==> config.mk <==
export PLATFORM = sky130hd
export DESIGN_NAME = i3c_target_top
export DESIGN_NICKNAME = d
export VERILOG_FILES = /design/src/i3c_target_pkg.sv /design/src/bus_byte_io.sv /design/src/bus_monitor.sv /design/src/byte_fifo.sv /design/src/i3c_target_top.sv /design/src/target_fsm.sv /design/src/target_regs.sv
export SDC_FILE = /design/constraint.sdc
export NUM_CORES = 1
export LEC_CHECK = 0
export BUFFER_PORTS_ARGS = -buffer_cell sky130_fd_sc_hd__buf_2
export CAP_MARGIN = 40
export CORE_ASPECT_RATIO = 0.8
export CORE_MARGIN = 5
export CORE_UTILIZATION = 40
export DETAILED_ROUTE_END_ITERATION = 10
export GPL_TIMING_DRIVEN = 0
export SLEW_MARGIN = 20
export SYNTH_ARGS = -nofsm -noshare
export SYNTH_HDL_FRONTEND = slang
export SYNTH_HIERARCHICAL = 1
export SYNTH_SLANG_ARGS = --single-unit
export TNS_END_PERCENT = 50
==> constraint.sdc <==
create_clock -name clk_i -period 6.8 [get_ports clk_i]
set_clock_uncertainty 0.1 [all_clocks]
set_input_delay 0.68 -clock clk_i [delete_from_list [all_inputs] [get_ports clk_i]]
set_output_delay 0.68 -clock clk_i [all_outputs]
set_load 0.005 [all_outputs]
==> src/i3c_target_pkg.sv <==
// Shared constants, register map, FSM state codes and received-byte union
package i3c_target_pkg;

  localparam int unsigned ByteW     = 8;
  localparam int unsigned AddrW     = 7;
  localparam int unsigned FifoDepth = 8;
  localparam int unsigned LevelW    = 4;
  localparam int unsigned ApbAddrW  = 4;
  localparam int unsigned ApbDataW  = 32;

  // Register offsets
  localparam logic [ApbAddrW-1:0] RegCtrl   = 4'h0;
  localparam logic [ApbAddrW-1:0] RegStatus = 4'h4;
  localparam logic [ApbAddrW-1:0] RegRxData = 4'h8;
  localparam logic [ApbAddrW-1:0] RegTxData = 4'hC;

  localparam logic [AddrW-1:0] BroadcastAddr = 7'h7E;

  // Target FSM states
  localparam int unsigned StateW = 3;
  localparam logic [StateW-1:0] StIdle  = 3'd0;
  localparam logic [StateW-1:0] StHdr   = 3'd1;
  localparam logic [StateW-1:0] StAck   = 3'd2;
  localparam logic [StateW-1:0] StWData = 3'd3;
  localparam logic [StateW-1:0] StWTbit = 3'd4;
  localparam logic [StateW-1:0] StRData = 3'd5;
  localparam logic [StateW-1:0] StRTbit = 3'd6;

  // Received byte, seen as payload or as address header
  typedef union packed {
    logic [ByteW-1:0] raw;
    struct packed {
      logic [AddrW-1:0] addr;
      logic             rnw;
    } hdr;
  } rx_byte_u;

endpackage

==> src/bus_byte_io.sv <==
// Bit shifter for bus bytes, ACK slots and T-bits on the open-drain SDA
module bus_byte_io (
  input  logic                             clk_i,
  input  logic                             rst_ni,
  input  logic                             scl_rise_i,
  input  logic                             scl_fall_i,
  input  logic                             sda_s_i,
  input  logic                             rx_req_i,
  input  logic                             tx_req_i,
  input  logic                             tx_bit_only_i,
  input  logic [i3c_target_pkg::ByteW-1:0] tx_data_i,
  output i3c_target_pkg::rx_byte_u         rx_byte_o,
  output logic                             rx_tbit_o,
  output logic                             io_done_o,
  output logic                             sda_o
);
  import i3c_target_pkg::*;

  logic [ByteW-1:0] shift_q;
  logic [3:0]       left_q;
  logic             active_q;
  logic             tx_q;
  logic             bit_only_q;

  assign rx_byte_o.raw = shift_q;

  always_ff @(posedge clk_i or negedge rst_ni) begin
    if (!rst_ni) begin
      shift_q    <= '0;
      left_q     <= '0;
      active_q   <= 1'b0;
      tx_q       <= 1'b0;
      bit_only_q <= 1'b0;
      rx_tbit_o  <= 1'b0;
      io_done_o  <= 1'b0;
      sda_o      <= 1'b1;
    end else begin
      io_done_o <= 1'b0;
      if (rx_req_i || tx_req_i) begin
        // New request restarts the shifter, bit_only means a single slot
        active_q   <= 1'b1;
        tx_q       <= tx_req_i;
        bit_only_q <= tx_bit_only_i;
        left_q     <= tx_bit_only_i ? 4'd1 : 4'd8;
        if (tx_req_i) begin
          shift_q <= tx_data_i;
        end
      end else if (scl_fall_i) begin
        if (active_q && tx_q && left_q != 0) begin
          sda_o   <= shift_q[ByteW-1];
          shift_q <= shift_q << 1;
          left_q  <= left_q - 1'b1;
        end else begin
          sda_o <= 1'b1;
        end
      end else if (scl_rise_i && active_q) begin
        if (tx_q) begin
          // Last driven bit sampled, line held until the next fall
          if (left_q == 0) begin
            active_q  <= 1'b0;
            io_done_o <= 1'b1;
          end
        end else begin
          if (bit_only_q) begin
            rx_tbit_o <= sda_s_i;
          end else begin
            shift_q <= {shift_q[ByteW-2:0], sda_s_i};
          end
          left_q <= left_q - 1'b1;
          if (left_q == 4'd1) begin
            active_q  <= 1'b0;
            io_done_o <= 1'b1;
          end
        end
      end
    end
  end

endmodule

==> src/bus_monitor.sv <==
// SCL/SDA synchronizer with SCL edge and START/STOP detection
module bus_monitor (
  input  logic clk_i,
  input  logic rst_ni,
  input  logic scl_i,
  input  logic sda_i,
  output logic scl_rise_o,
  output logic scl_fall_o,
  output logic sda_s_o,
  output logic start_o,
  output logic stop_o
);

  // Two synchronizer stages, then the previous sample in bit 2
  logic [2:0] scl_q;
  logic [2:0] sda_q;

  always_ff @(posedge clk_i or negedge rst_ni) begin
    if (!rst_ni) begin
      scl_q <= '1;
      sda_q <= '1;
    end else begin
      scl_q <= {scl_q[1:0], scl_i};
      sda_q <= {sda_q[1:0], sda_i};
    end
  end

  // Registered events, three cycles after the pin
  always_ff @(posedge clk_i or negedge rst_ni) begin
    if (!rst_ni) begin
      scl_rise_o <= 1'b0;
      scl_fall_o <= 1'b0;
      sda_s_o    <= 1'b1;
      start_o    <= 1'b0;
      stop_o     <= 1'b0;
    end else begin
      scl_rise_o <= scl_q[1] & ~scl_q[2];
      scl_fall_o <= ~scl_q[1] & scl_q[2];
      sda_s_o    <= sda_q[1];
      // SDA moving while SCL stays high
      start_o    <= scl_q[1] & scl_q[2] & ~sda_q[1] & sda_q[2];
      stop_o     <= scl_q[1] & scl_q[2] & sda_q[1] & ~sda_q[2];
    end
  end

endmodule

==> src/byte_fifo.sv <==
// Circular byte FIFO with head output and fill level
module byte_fifo (
  input  logic                              clk_i,
  input  logic                              rst_ni,
  input  logic                              push_i,
  input  logic [i3c_target_pkg::ByteW-1:0]  data_i,
  input  logic                              pop_i,
  output logic [i3c_target_pkg::ByteW-1:0]  data_o,
  output logic                              full_o,
  output logic                              empty_o,
  output logic [i3c_target_pkg::LevelW-1:0] level_o
);
  import i3c_target_pkg::*;

  logic [ByteW-1:0]             mem_q [FifoDepth];
  logic [$clog2(FifoDepth)-1:0] wr_ptr_q;
  logic [$clog2(FifoDepth)-1:0] rd_ptr_q;
  logic                         do_push;
  logic                         do_pop;

  assign full_o  = (level_o == LevelW'(FifoDepth));
  assign empty_o = (level_o == '0);
  assign do_push = push_i && !full_o;
  assign do_pop  = pop_i && !empty_o;
  assign data_o  = mem_q[rd_ptr_q];

  always_ff @(posedge clk_i) begin
    if (do_push) begin
      mem_q[wr_ptr_q] <= data_i;
    end
  end

  // Pointers wrap on their own, depth is a power of two
  always_ff @(posedge clk_i or negedge rst_ni) begin
    if (!rst_ni) begin
      wr_ptr_q <= '0;
      rd_ptr_q <= '0;
      level_o  <= '0;
    end else begin
      if (do_push) begin
        wr_ptr_q <= wr_ptr_q + 1'b1;
      end
      if (do_pop) begin
        rd_ptr_q <= rd_ptr_q + 1'b1;
      end
      if (do_push != do_pop) begin
        level_o <= do_push ? level_o + 1'b1 : level_o - 1'b1;
      end
    end
  end

endmodule

==> src/i3c_target_top.sv <==
// Top level of the I3C private-transfer target with its APB host port
module i3c_target_top (
  input  logic                                clk_i,
  input  logic                                rst_ni,
  input  logic                                scl_i,
  input  logic                                sda_i,
  output logic                                sda_o,
  input  logic                                psel_i,
  input  logic                                penable_i,
  input  logic                                pwrite_i,
  input  logic [i3c_target_pkg::ApbAddrW-1:0] paddr_i,
  input  logic [i3c_target_pkg::ApbDataW-1:0] pwdata_i,
  output logic [i3c_target_pkg::ApbDataW-1:0] prdata_o,
  output logic                                pready_o,
  output logic                                pslverr_o
);
  import i3c_target_pkg::*;

  logic              scl_rise;
  logic              scl_fall;
  logic              sda_s;
  logic              start_det;
  logic              stop_det;
  logic              rx_req;
  logic              tx_req;
  logic              tx_bit_only;
  logic              tx_bit;
  logic              io_done;
  rx_byte_u          rx_byte;
  logic              rx_tbit;
  logic              rx_push;
  logic [ByteW-1:0]  rx_wdata;
  logic [ByteW-1:0]  rx_head;
  logic              rx_full;
  logic              rx_empty;
  logic [LevelW-1:0] rx_level;
  logic              rx_pop;
  logic              tx_push;
  logic [ByteW-1:0]  tx_wdata;
  logic [ByteW-1:0]  tx_head;
  logic              tx_full;
  logic              tx_empty;
  logic [LevelW-1:0] tx_level;
  logic              tx_pop;
  logic              parity_err;
  logic              rx_ovf;
  logic              hdr_evt;
  logic [ByteW-1:0]  hdr;
  logic              enable;
  logic [AddrW-1:0]  dyn_addr;

  bus_monitor u_bus_monitor (
    .clk_i,
    .rst_ni,
    .scl_i,
    .sda_i,
    .scl_rise_o (scl_rise),
    .scl_fall_o (scl_fall),
    .sda_s_o    (sda_s),
    .start_o    (start_det),
    .stop_o     (stop_det)
  );

  // Top bit carries the FSM's bit, which is the TX head bit in byte mode
  bus_byte_io u_bus_byte_io (
    .clk_i,
    .rst_ni,
    .scl_rise_i    (scl_rise),
    .scl_fall_i    (scl_fall),
    .sda_s_i       (sda_s),
    .rx_req_i      (rx_req),
    .tx_req_i      (tx_req),
    .tx_bit_only_i (tx_bit_only),
    .tx_data_i     ({tx_bit, tx_head[ByteW-2:0]}),
    .rx_byte_o     (rx_byte),
    .rx_tbit_o     (rx_tbit),
    .io_done_o     (io_done),
    .sda_o
  );

  target_fsm u_target_fsm (
    .clk_i,
    .rst_ni,
    .enable_i      (enable),
    .dyn_addr_i    (dyn_addr),
    .start_i       (start_det),
    .stop_i        (stop_det),
    .io_done_i     (io_done),
    .rx_byte_i     (rx_byte),
    .rx_tbit_i     (rx_tbit),
    .rx_full_i     (rx_full),
    .tx_empty_i    (tx_empty),
    .tx_data_i     (tx_head),
    .rx_req_o      (rx_req),
    .tx_req_o      (tx_req),
    .tx_bit_only_o (tx_bit_only),
    .tx_bit_o      (tx_bit),
    .rx_push_o     (rx_push),
    .rx_data_o     (rx_wdata),
    .tx_pop_o      (tx_pop),
    .parity_err_o  (parity_err),
    .rx_ovf_o      (rx_ovf),
    .hdr_evt_o     (hdr_evt),
    .hdr_o         (hdr)
  );

  byte_fifo u_rx_fifo (
    .clk_i,
    .rst_ni,
    .push_i  (rx_push),
    .data_i  (rx_wdata),
    .pop_i   (rx_pop),
    .data_o  (rx_head),
    .full_o  (rx_full),
    .empty_o (rx_empty),
    .level_o (rx_level)
  );

  byte_fifo u_tx_fifo (
    .clk_i,
    .rst_ni,
    .push_i  (tx_push),
    .data_i  (tx_wdata),
    .pop_i   (tx_pop),
    .data_o  (tx_head),
    .full_o  (tx_full),
    .empty_o (tx_empty),
    .level_o (tx_level)
  );

  target_regs u_target_regs (
    .clk_i,
    .rst_ni,
    .psel_i,
    .penable_i,
    .pwrite_i,
    .paddr_i,
    .pwdata_i,
    .rx_data_i    (rx_head),
    .rx_empty_i   (rx_empty),
    .rx_level_i   (rx_level),
    .tx_full_i    (tx_full),
    .tx_level_i   (tx_level),
    .parity_err_i (parity_err),
    .rx_ovf_i     (rx_ovf),
    .hdr_evt_i    (hdr_evt),
    .hdr_i        (hdr),
    .prdata_o,
    .pready_o,
    .pslverr_o,
    .enable_o     (enable),
    .dyn_addr_o   (dyn_addr),
    .rx_pop_o     (rx_pop),
    .tx_push_o    (tx_push),
    .tx_data_o    (tx_wdata)
  );

endmodule

==> src/target_fsm.sv <==
// Private transfer FSM with header match, ACK, T-bit parity and FIFO handshakes
module target_fsm (
  input  logic                             clk_i,
  input  logic                             rst_ni,
  input  logic                             enable_i,
  input  logic [i3c_target_pkg::AddrW-1:0] dyn_addr_i,
  input  logic                             start_i,
  input  logic                             stop_i,
  input  logic                             io_done_i,
  input  i3c_target_pkg::rx_byte_u         rx_byte_i,
  input  logic                             rx_tbit_i,
  input  logic                             rx_full_i,
  input  logic                             tx_empty_i,
  input  logic [i3c_target_pkg::ByteW-1:0] tx_data_i,
  output logic                             rx_req_o,
  output logic                             tx_req_o,
  output logic                             tx_bit_only_o,
  output logic                             tx_bit_o,
  output logic                             rx_push_o,
  output logic [i3c_target_pkg::ByteW-1:0] rx_data_o,
  output logic                             tx_pop_o,
  output logic                             parity_err_o,
  output logic                             rx_ovf_o,
  output logic                             hdr_evt_o,
  output logic [i3c_target_pkg::ByteW-1:0] hdr_o
);
  import i3c_target_pkg::*;

  logic [StateW-1:0] state_q;
  logic [StateW-1:0] state_d;
  logic              rnw_q;
  logic              rnw_d;
  logic              more_q;
  logic              more_d;
  logic              hdr_match;
  logic              parity_ok;

  // A read header needs data waiting in the TX FIFO
  assign hdr_match = enable_i && (rx_byte_i.hdr.addr == dyn_addr_i) &&
                     (rx_byte_i.hdr.addr != BroadcastAddr) &&
                     !(rx_byte_i.hdr.rnw && tx_empty_i);
  assign parity_ok = ^{rx_byte_i.raw, rx_tbit_i};
  assign rx_data_o = rx_byte_i.raw;
  assign hdr_o     = rx_byte_i.raw;

  always_comb begin
    state_d       = state_q;
    rnw_d         = rnw_q;
    more_d        = more_q;
    rx_req_o      = 1'b0;
    tx_req_o      = 1'b0;
    tx_bit_only_o = 1'b0;
    tx_bit_o      = tx_data_i[ByteW-1];
    rx_push_o     = 1'b0;
    tx_pop_o      = 1'b0;
    parity_err_o  = 1'b0;
    rx_ovf_o      = 1'b0;
    hdr_evt_o     = 1'b0;
    if (start_i) begin
      rx_req_o = 1'b1;
      state_d  = StHdr;
    end else if (stop_i) begin
      state_d = StIdle;
    end else if (io_done_i) begin
      case (state_q)
        StHdr: begin
          // No match leaves SDA released in the ACK slot
          if (hdr_match) begin
            tx_req_o      = 1'b1;
            tx_bit_only_o = 1'b1;
            tx_bit_o      = 1'b0;
            hdr_evt_o     = 1'b1;
            rnw_d         = rx_byte_i.hdr.rnw;
            state_d       = StAck;
          end else begin
            state_d = StIdle;
          end
        end
        StAck, StRTbit: begin
          if (state_q == StAck && !rnw_q) begin
            rx_req_o = 1'b1;
            state_d  = StWData;
          end else if (state_q == StAck || more_q) begin
            tx_req_o = 1'b1;
            tx_pop_o = 1'b1;
            state_d  = StRData;
          end else begin
            state_d = StIdle;
          end
        end
        StRData: begin
          // T-bit high while more data is queued
          more_d        = !tx_empty_i;
          tx_req_o      = 1'b1;
          tx_bit_only_o = 1'b1;
          tx_bit_o      = !tx_empty_i;
          state_d       = StRTbit;
        end
        StWData: begin
          rx_req_o      = 1'b1;
          tx_bit_only_o = 1'b1;
          state_d       = StWTbit;
        end
        StWTbit: begin
          if (!parity_ok) begin
            parity_err_o = 1'b1;
          end else if (rx_full_i) begin
            rx_ovf_o = 1'b1;
          end else begin
            rx_push_o = 1'b1;
          end
          rx_req_o = 1'b1;
          state_d  = StWData;
        end
        default: ;
      endcase
    end
  end

  always_ff @(posedge clk_i or negedge rst_ni) begin
    if (!rst_ni) begin
      state_q <= StIdle;
      rnw_q   <= 1'b0;
      more_q  <= 1'b0;
    end else begin
      state_q <= state_d;
      rnw_q   <= rnw_d;
      more_q  <= more_d;
    end
  end

endmodule

==> src/target_regs.sv <==
// APB registers for control, status, sticky errors and the FIFO data ports
module target_regs (
  input  logic                                clk_i,
  input  logic                                rst_ni,
  input  logic                                psel_i,
  input  logic                                penable_i,
  input  logic                                pwrite_i,
  input  logic [i3c_target_pkg::ApbAddrW-1:0] paddr_i,
  input  logic [i3c_target_pkg::ApbDataW-1:0] pwdata_i,
  input  logic [i3c_target_pkg::ByteW-1:0]    rx_data_i,
  input  logic                                rx_empty_i,
  input  logic [i3c_target_pkg::LevelW-1:0]   rx_level_i,
  input  logic                                tx_full_i,
  input  logic [i3c_target_pkg::LevelW-1:0]   tx_level_i,
  input  logic                                parity_err_i,
  input  logic                                rx_ovf_i,
  input  logic                                hdr_evt_i,
  input  logic [i3c_target_pkg::ByteW-1:0]    hdr_i,
  output logic [i3c_target_pkg::ApbDataW-1:0] prdata_o,
  output logic                                pready_o,
  output logic                                pslverr_o,
  output logic                                enable_o,
  output logic [i3c_target_pkg::AddrW-1:0]    dyn_addr_o,
  output logic                                rx_pop_o,
  output logic                                tx_push_o,
  output logic [i3c_target_pkg::ByteW-1:0]    tx_data_o
);
  import i3c_target_pkg::*;

  logic             access;
  logic             wr_en;
  logic             addr_ok;
  logic [2:0]       err_q;
  logic [2:0]       err_set;
  logic [2:0]       err_clr;
  logic [ByteW-1:0] hdr_q;

  assign access    = psel_i && penable_i;
  assign wr_en     = access && pwrite_i;
  assign addr_ok   = paddr_i inside {RegCtrl, RegStatus, RegRxData, RegTxData};
  assign pready_o  = access;
  assign pslverr_o = access && !addr_ok;
  assign rx_pop_o  = access && !pwrite_i && (paddr_i == RegRxData);
  assign tx_push_o = wr_en && (paddr_i == RegTxData);
  assign tx_data_o = pwdata_i[ByteW-1:0];

  // Error bits in STATUS order: tx_ovf, rx_ovf, parity_err
  assign err_set = {tx_push_o && tx_full_i, rx_ovf_i, parity_err_i};
  assign err_clr = (wr_en && paddr_i == RegStatus) ? pwdata_i[10:8] : 3'b000;

  always_comb begin
    case (paddr_i)
      RegCtrl:   prdata_o = ApbDataW'({dyn_addr_o, enable_o});
      RegStatus: prdata_o = ApbDataW'({hdr_q, 5'b00000, err_q, tx_level_i, rx_level_i});
      RegRxData: prdata_o = rx_empty_i ? '0 : ApbDataW'(rx_data_i);
      default:   prdata_o = '0;
    endcase
  end

  always_ff @(posedge clk_i or negedge rst_ni) begin
    if (!rst_ni) begin
      enable_o   <= 1'b0;
      dyn_addr_o <= '0;
      err_q      <= '0;
      hdr_q      <= '0;
    end else begin
      if (wr_en && paddr_i == RegCtrl) begin
        enable_o   <= pwdata_i[0];
        dyn_addr_o <= pwdata_i[AddrW:1];
      end
      // New events win over a clear in the same cycle
      err_q <= (err_q & ~err_clr) | err_set;
      if (hdr_evt_i) begin
        hdr_q <= hdr_i;
      end
    end
  end

endmodule

==> impl_metrics.json <==
{
  "antenna_cells": 0,
  "drt_iter0_markers": 378,
  "ys_top_cells_by_area": "edfxtp_1, dfrtp_1, mux4_2, mux2_2, buf_4",
  "hold_class": "in2async",
  "met2_usage": 0.2508,
  "start_util": 0.4092,
  "postCtsSetupBuffers": 0,
  "nets": 790,
  "ys_warn_count": 6,
  "fmax_mhz": 272.5,
  "core-area_um2": 22680,
  "dr.pass1.iters": 5,
  "antenna_left": 0,
  "core.rowCount": 49,
  "synth_area_per_cell_um2": 14.46,
  "worstPathCellList": "inv_1 -> ha_1 -> xnor2_1 -> xnor2_1 -> xnor2_1 -> nand4_1 -> nor2_1 -> and2_1 -> inv_2 -> nor4_2 -> buf_4",
  "power_leakage_nw": 4.218,
  "power_density_nw_per_um2": 270.6,
  "slowest_delay_ns": 0.63,
  "cp_max_fo": 9,
  "totalWireLength_mm": 20.01,
  "die_y_um": 146.3,
  "io_buffers": 43,
  "grt.overflow.total": 0,
  "cts_hold_buf": 0,
  "slew_violations": 0,
  "cts_resized": 0,
  "synth_area_um2": 9283,
  "synth_top_flop_cell": "edfxtp_1",
  "start_kind": "flop",
  "r2r-start": "u_bus_byte_io/rx_byte_o[1]",
  "cts_tree": "yes",
  "worst-setup-path-type": "reg2reg",
  "ioPinCount": 78,
  "r2r_cells": 11,
  "die_w_um": 180.3,
  "met1_usage": 0.2197,
  "clkLatencyLatePin_ns": 0.44,
  "crit_slowest_cell": "nor4_2",
  "vias": 5473,
  "worst_pin_slew_ns": 0.8838,
  "ys_seq_area_frac": 0.6091,
  "clock_sinks": 200,
  "status": "finished, final reports clean",
  "ys_ff_latch": 200,
  "fin_area_um2": 10730,
  "vias_per_cell": 5.212,
  "h-tree-depth": 4,
  "synth_edf_count": 128,
  "met3_usage": 0.03308,
  "finalSetupTns_ns": 0,
  "placed_cell_area_um2": 10050,
  "synthArstFlopShare": 0.3600,
  "maxCapViolCount": 0,
  "finalCritPeriodShare": 0.5396,
  "rsz0062_at_grt": "false",
  "fillers": 1996,
  "grt_max_degree": 38,
  "area_growth_pct": 15.55,
  "vdd_drop_max_uv": 194.3,
  "path_buf_inv": 3,
  "required_ns": 6.85,
  "post_drt_wl_per_cell_um": 19.05,
  "ys_top_cells_by_count": "edfxtp_1, dfrtp_1, nand2_1, buf_4, mux2_2",
  "busiest_layer": "met2",
  "arrival_ns": 3.72,
  "dp_hpwl_mm": 14.41,
  "cp.depth": 11,
  "die-area_um2": 26370,
  "synth_top_area_frac": 0.4141,
  "root_buffer": "clkbuf_16",
  "cts_made_buffers": 17,
  "setup_ws_ns": 3.131,
  "crit_path_end_kind": "flop",
  "crit_family": "simple AND/OR/NAND/NOR gates",
  "relSlewSlack": 0.4031,
  "gp_congestion": 0.7971,
  "clk_pin_slew_ns": 0.08,
  "clk_path_buf_depth": 2,
  "yosys.area.top_type": "edfxtp_1",
  "yosysMostFrequentCell": "edfxtp_1",
  "min_period_ns": 3.669,
  "setup_viol": 0,
  "drive_gt1_frac": 0.3387,
  "synth_cells": 642,
  "cpMostUsedCell": "xnor2_1",
  "antenna_found_initial": 0,
  "crit_path_start": "u_bus_byte_io/rx_byte_o[1]",
  "grt_usage": 0.1557,
  "grt_pass1_wl_mm": 31.91,
  "finalHoldViolations": 0,
  "synth_cell_type_count": 72,
  "grt_pass1_vias": 5618,
  "pre_cts_slack_ns": 3.127,
  "drc": 0,
  "fin_util": 0.4729
}
placed cells by master (no fill, tap or decap), types with 3 or more instances in the layout:
cell type    n
dfrtp_1     65
mux2_2      41
edfxtp_1   128
inv_6        3
nor2_1      24
clkbuf_1     7
ha_1        14
mux2i_1      4
xor2_1       4
mux4_2      32
dfstp_2      7
nor2b_1      4
buf_1        5
xnor2_1     22
mux2_1       5
inv_1       23
nand2_1     57
a21oi_1     12
nand3_1      9
buf_4       54
buf_2       47
o21ai_0     16
and3_1       6
conb_1      13
nor3_2       9
clkbuf_16   17
clkinv_8     6
and2_1      15
a21o_1       6
nor3_1       4
nand4_1      3
a22oi_1      9
inv_12       3
nand2b_1     6
layout make-up:
cell class	instances	area, um2	share of cell area
Clock buffer	17	425.4	0.03966
Clock inverter	15	203.9	0.01901
Sequential cell	200	5654	0.5271
Multi-Input combinational cell	370	3233	0.3014
Tap cell	306	382.9	0.03569
Timing Repair Buffer	58	334.1	0.03114
Inverter	25	93.84	0.008748
Buffer	59	399.1	0.03721
routing by layer:
metal	up-vias	share of wire
li1	2515	-
met1	2806	0.45
met2	136	0.49
met3	16	0.049
met4	0	0.012
met5	-	0
power by group:
group	switching, mW	internal (mW)	total [mW]
Combinational	0.186	0.190	0.376
Sequential	0.0921	1.39	1.48
Clock	0.532	0.511	1.04
per-stage QoR:
stage	std cells	hold slack [ns]	total power [mW]
2_1_floorplan	654	0.2452	1.762
3_3_place_gp	1003	0.2476	1.861
6_report	1050	0.1066	2.903
3_5_place_dp	1012	0.2468	1.889
4_1_cts	1044	0.1106	2.932
5_1_grt	1050	0.1358	3.034
final timing paths:
path	to	slack, ns
min reg2reg	u_bus_monitor/sda_q[1]	0.26
max in group asynchronous	u_bus_byte_io/sda_o	5.87
max reg2reg	u_rx_fifo/mem_q[0][3]	3.13
max	u_rx_fifo/mem_q[0][3]	3.13
min	u_bus_monitor/start_o	0.11
min in group clk_i	u_bus_monitor/sda_q[0]	0.24
worst register-to-register path, stage by stage (launching register included):
cell and delay (ns):
dfrtp_1 0.50, inv_1 0.08, ha_1 0.31, xnor2_1 0.17
xnor2_1 0.16, xnor2_1 0.19, nand4_1 0.20, nor2_1 0.35
and2_1 0.28, inv_2 0.14, nor4_2 0.63, buf_4 0.28
registers in the layout, summed over array words and instances (netlist names), 4 cells and up:
| register | cells |
|---|---|
| u_rx_fifo/mem_q | 64 |
| u_tx_fifo/mem_q | 64 |
| u_bus_byte_io/rx_byte_o | 8 |
| u_target_regs/hdr_q | 8 |
| u_target_regs/dyn_addr_o | 7 |
| u_bus_byte_io/left_q | 4 |
| u_rx_fifo/level_o | 4 |
| u_tx_fifo/level_o | 4 |
cells by family after synthesis:
family,share of synthesized area
mux,0.1378
other cells,0.0004040
buf+inv,0.05311
simple gates,0.09570
compound gates,0.05621
xor+xnor,0.02453
fa+ha+maj,0.02318
flops,0.6091
Power figures use the tool's default switching activity.
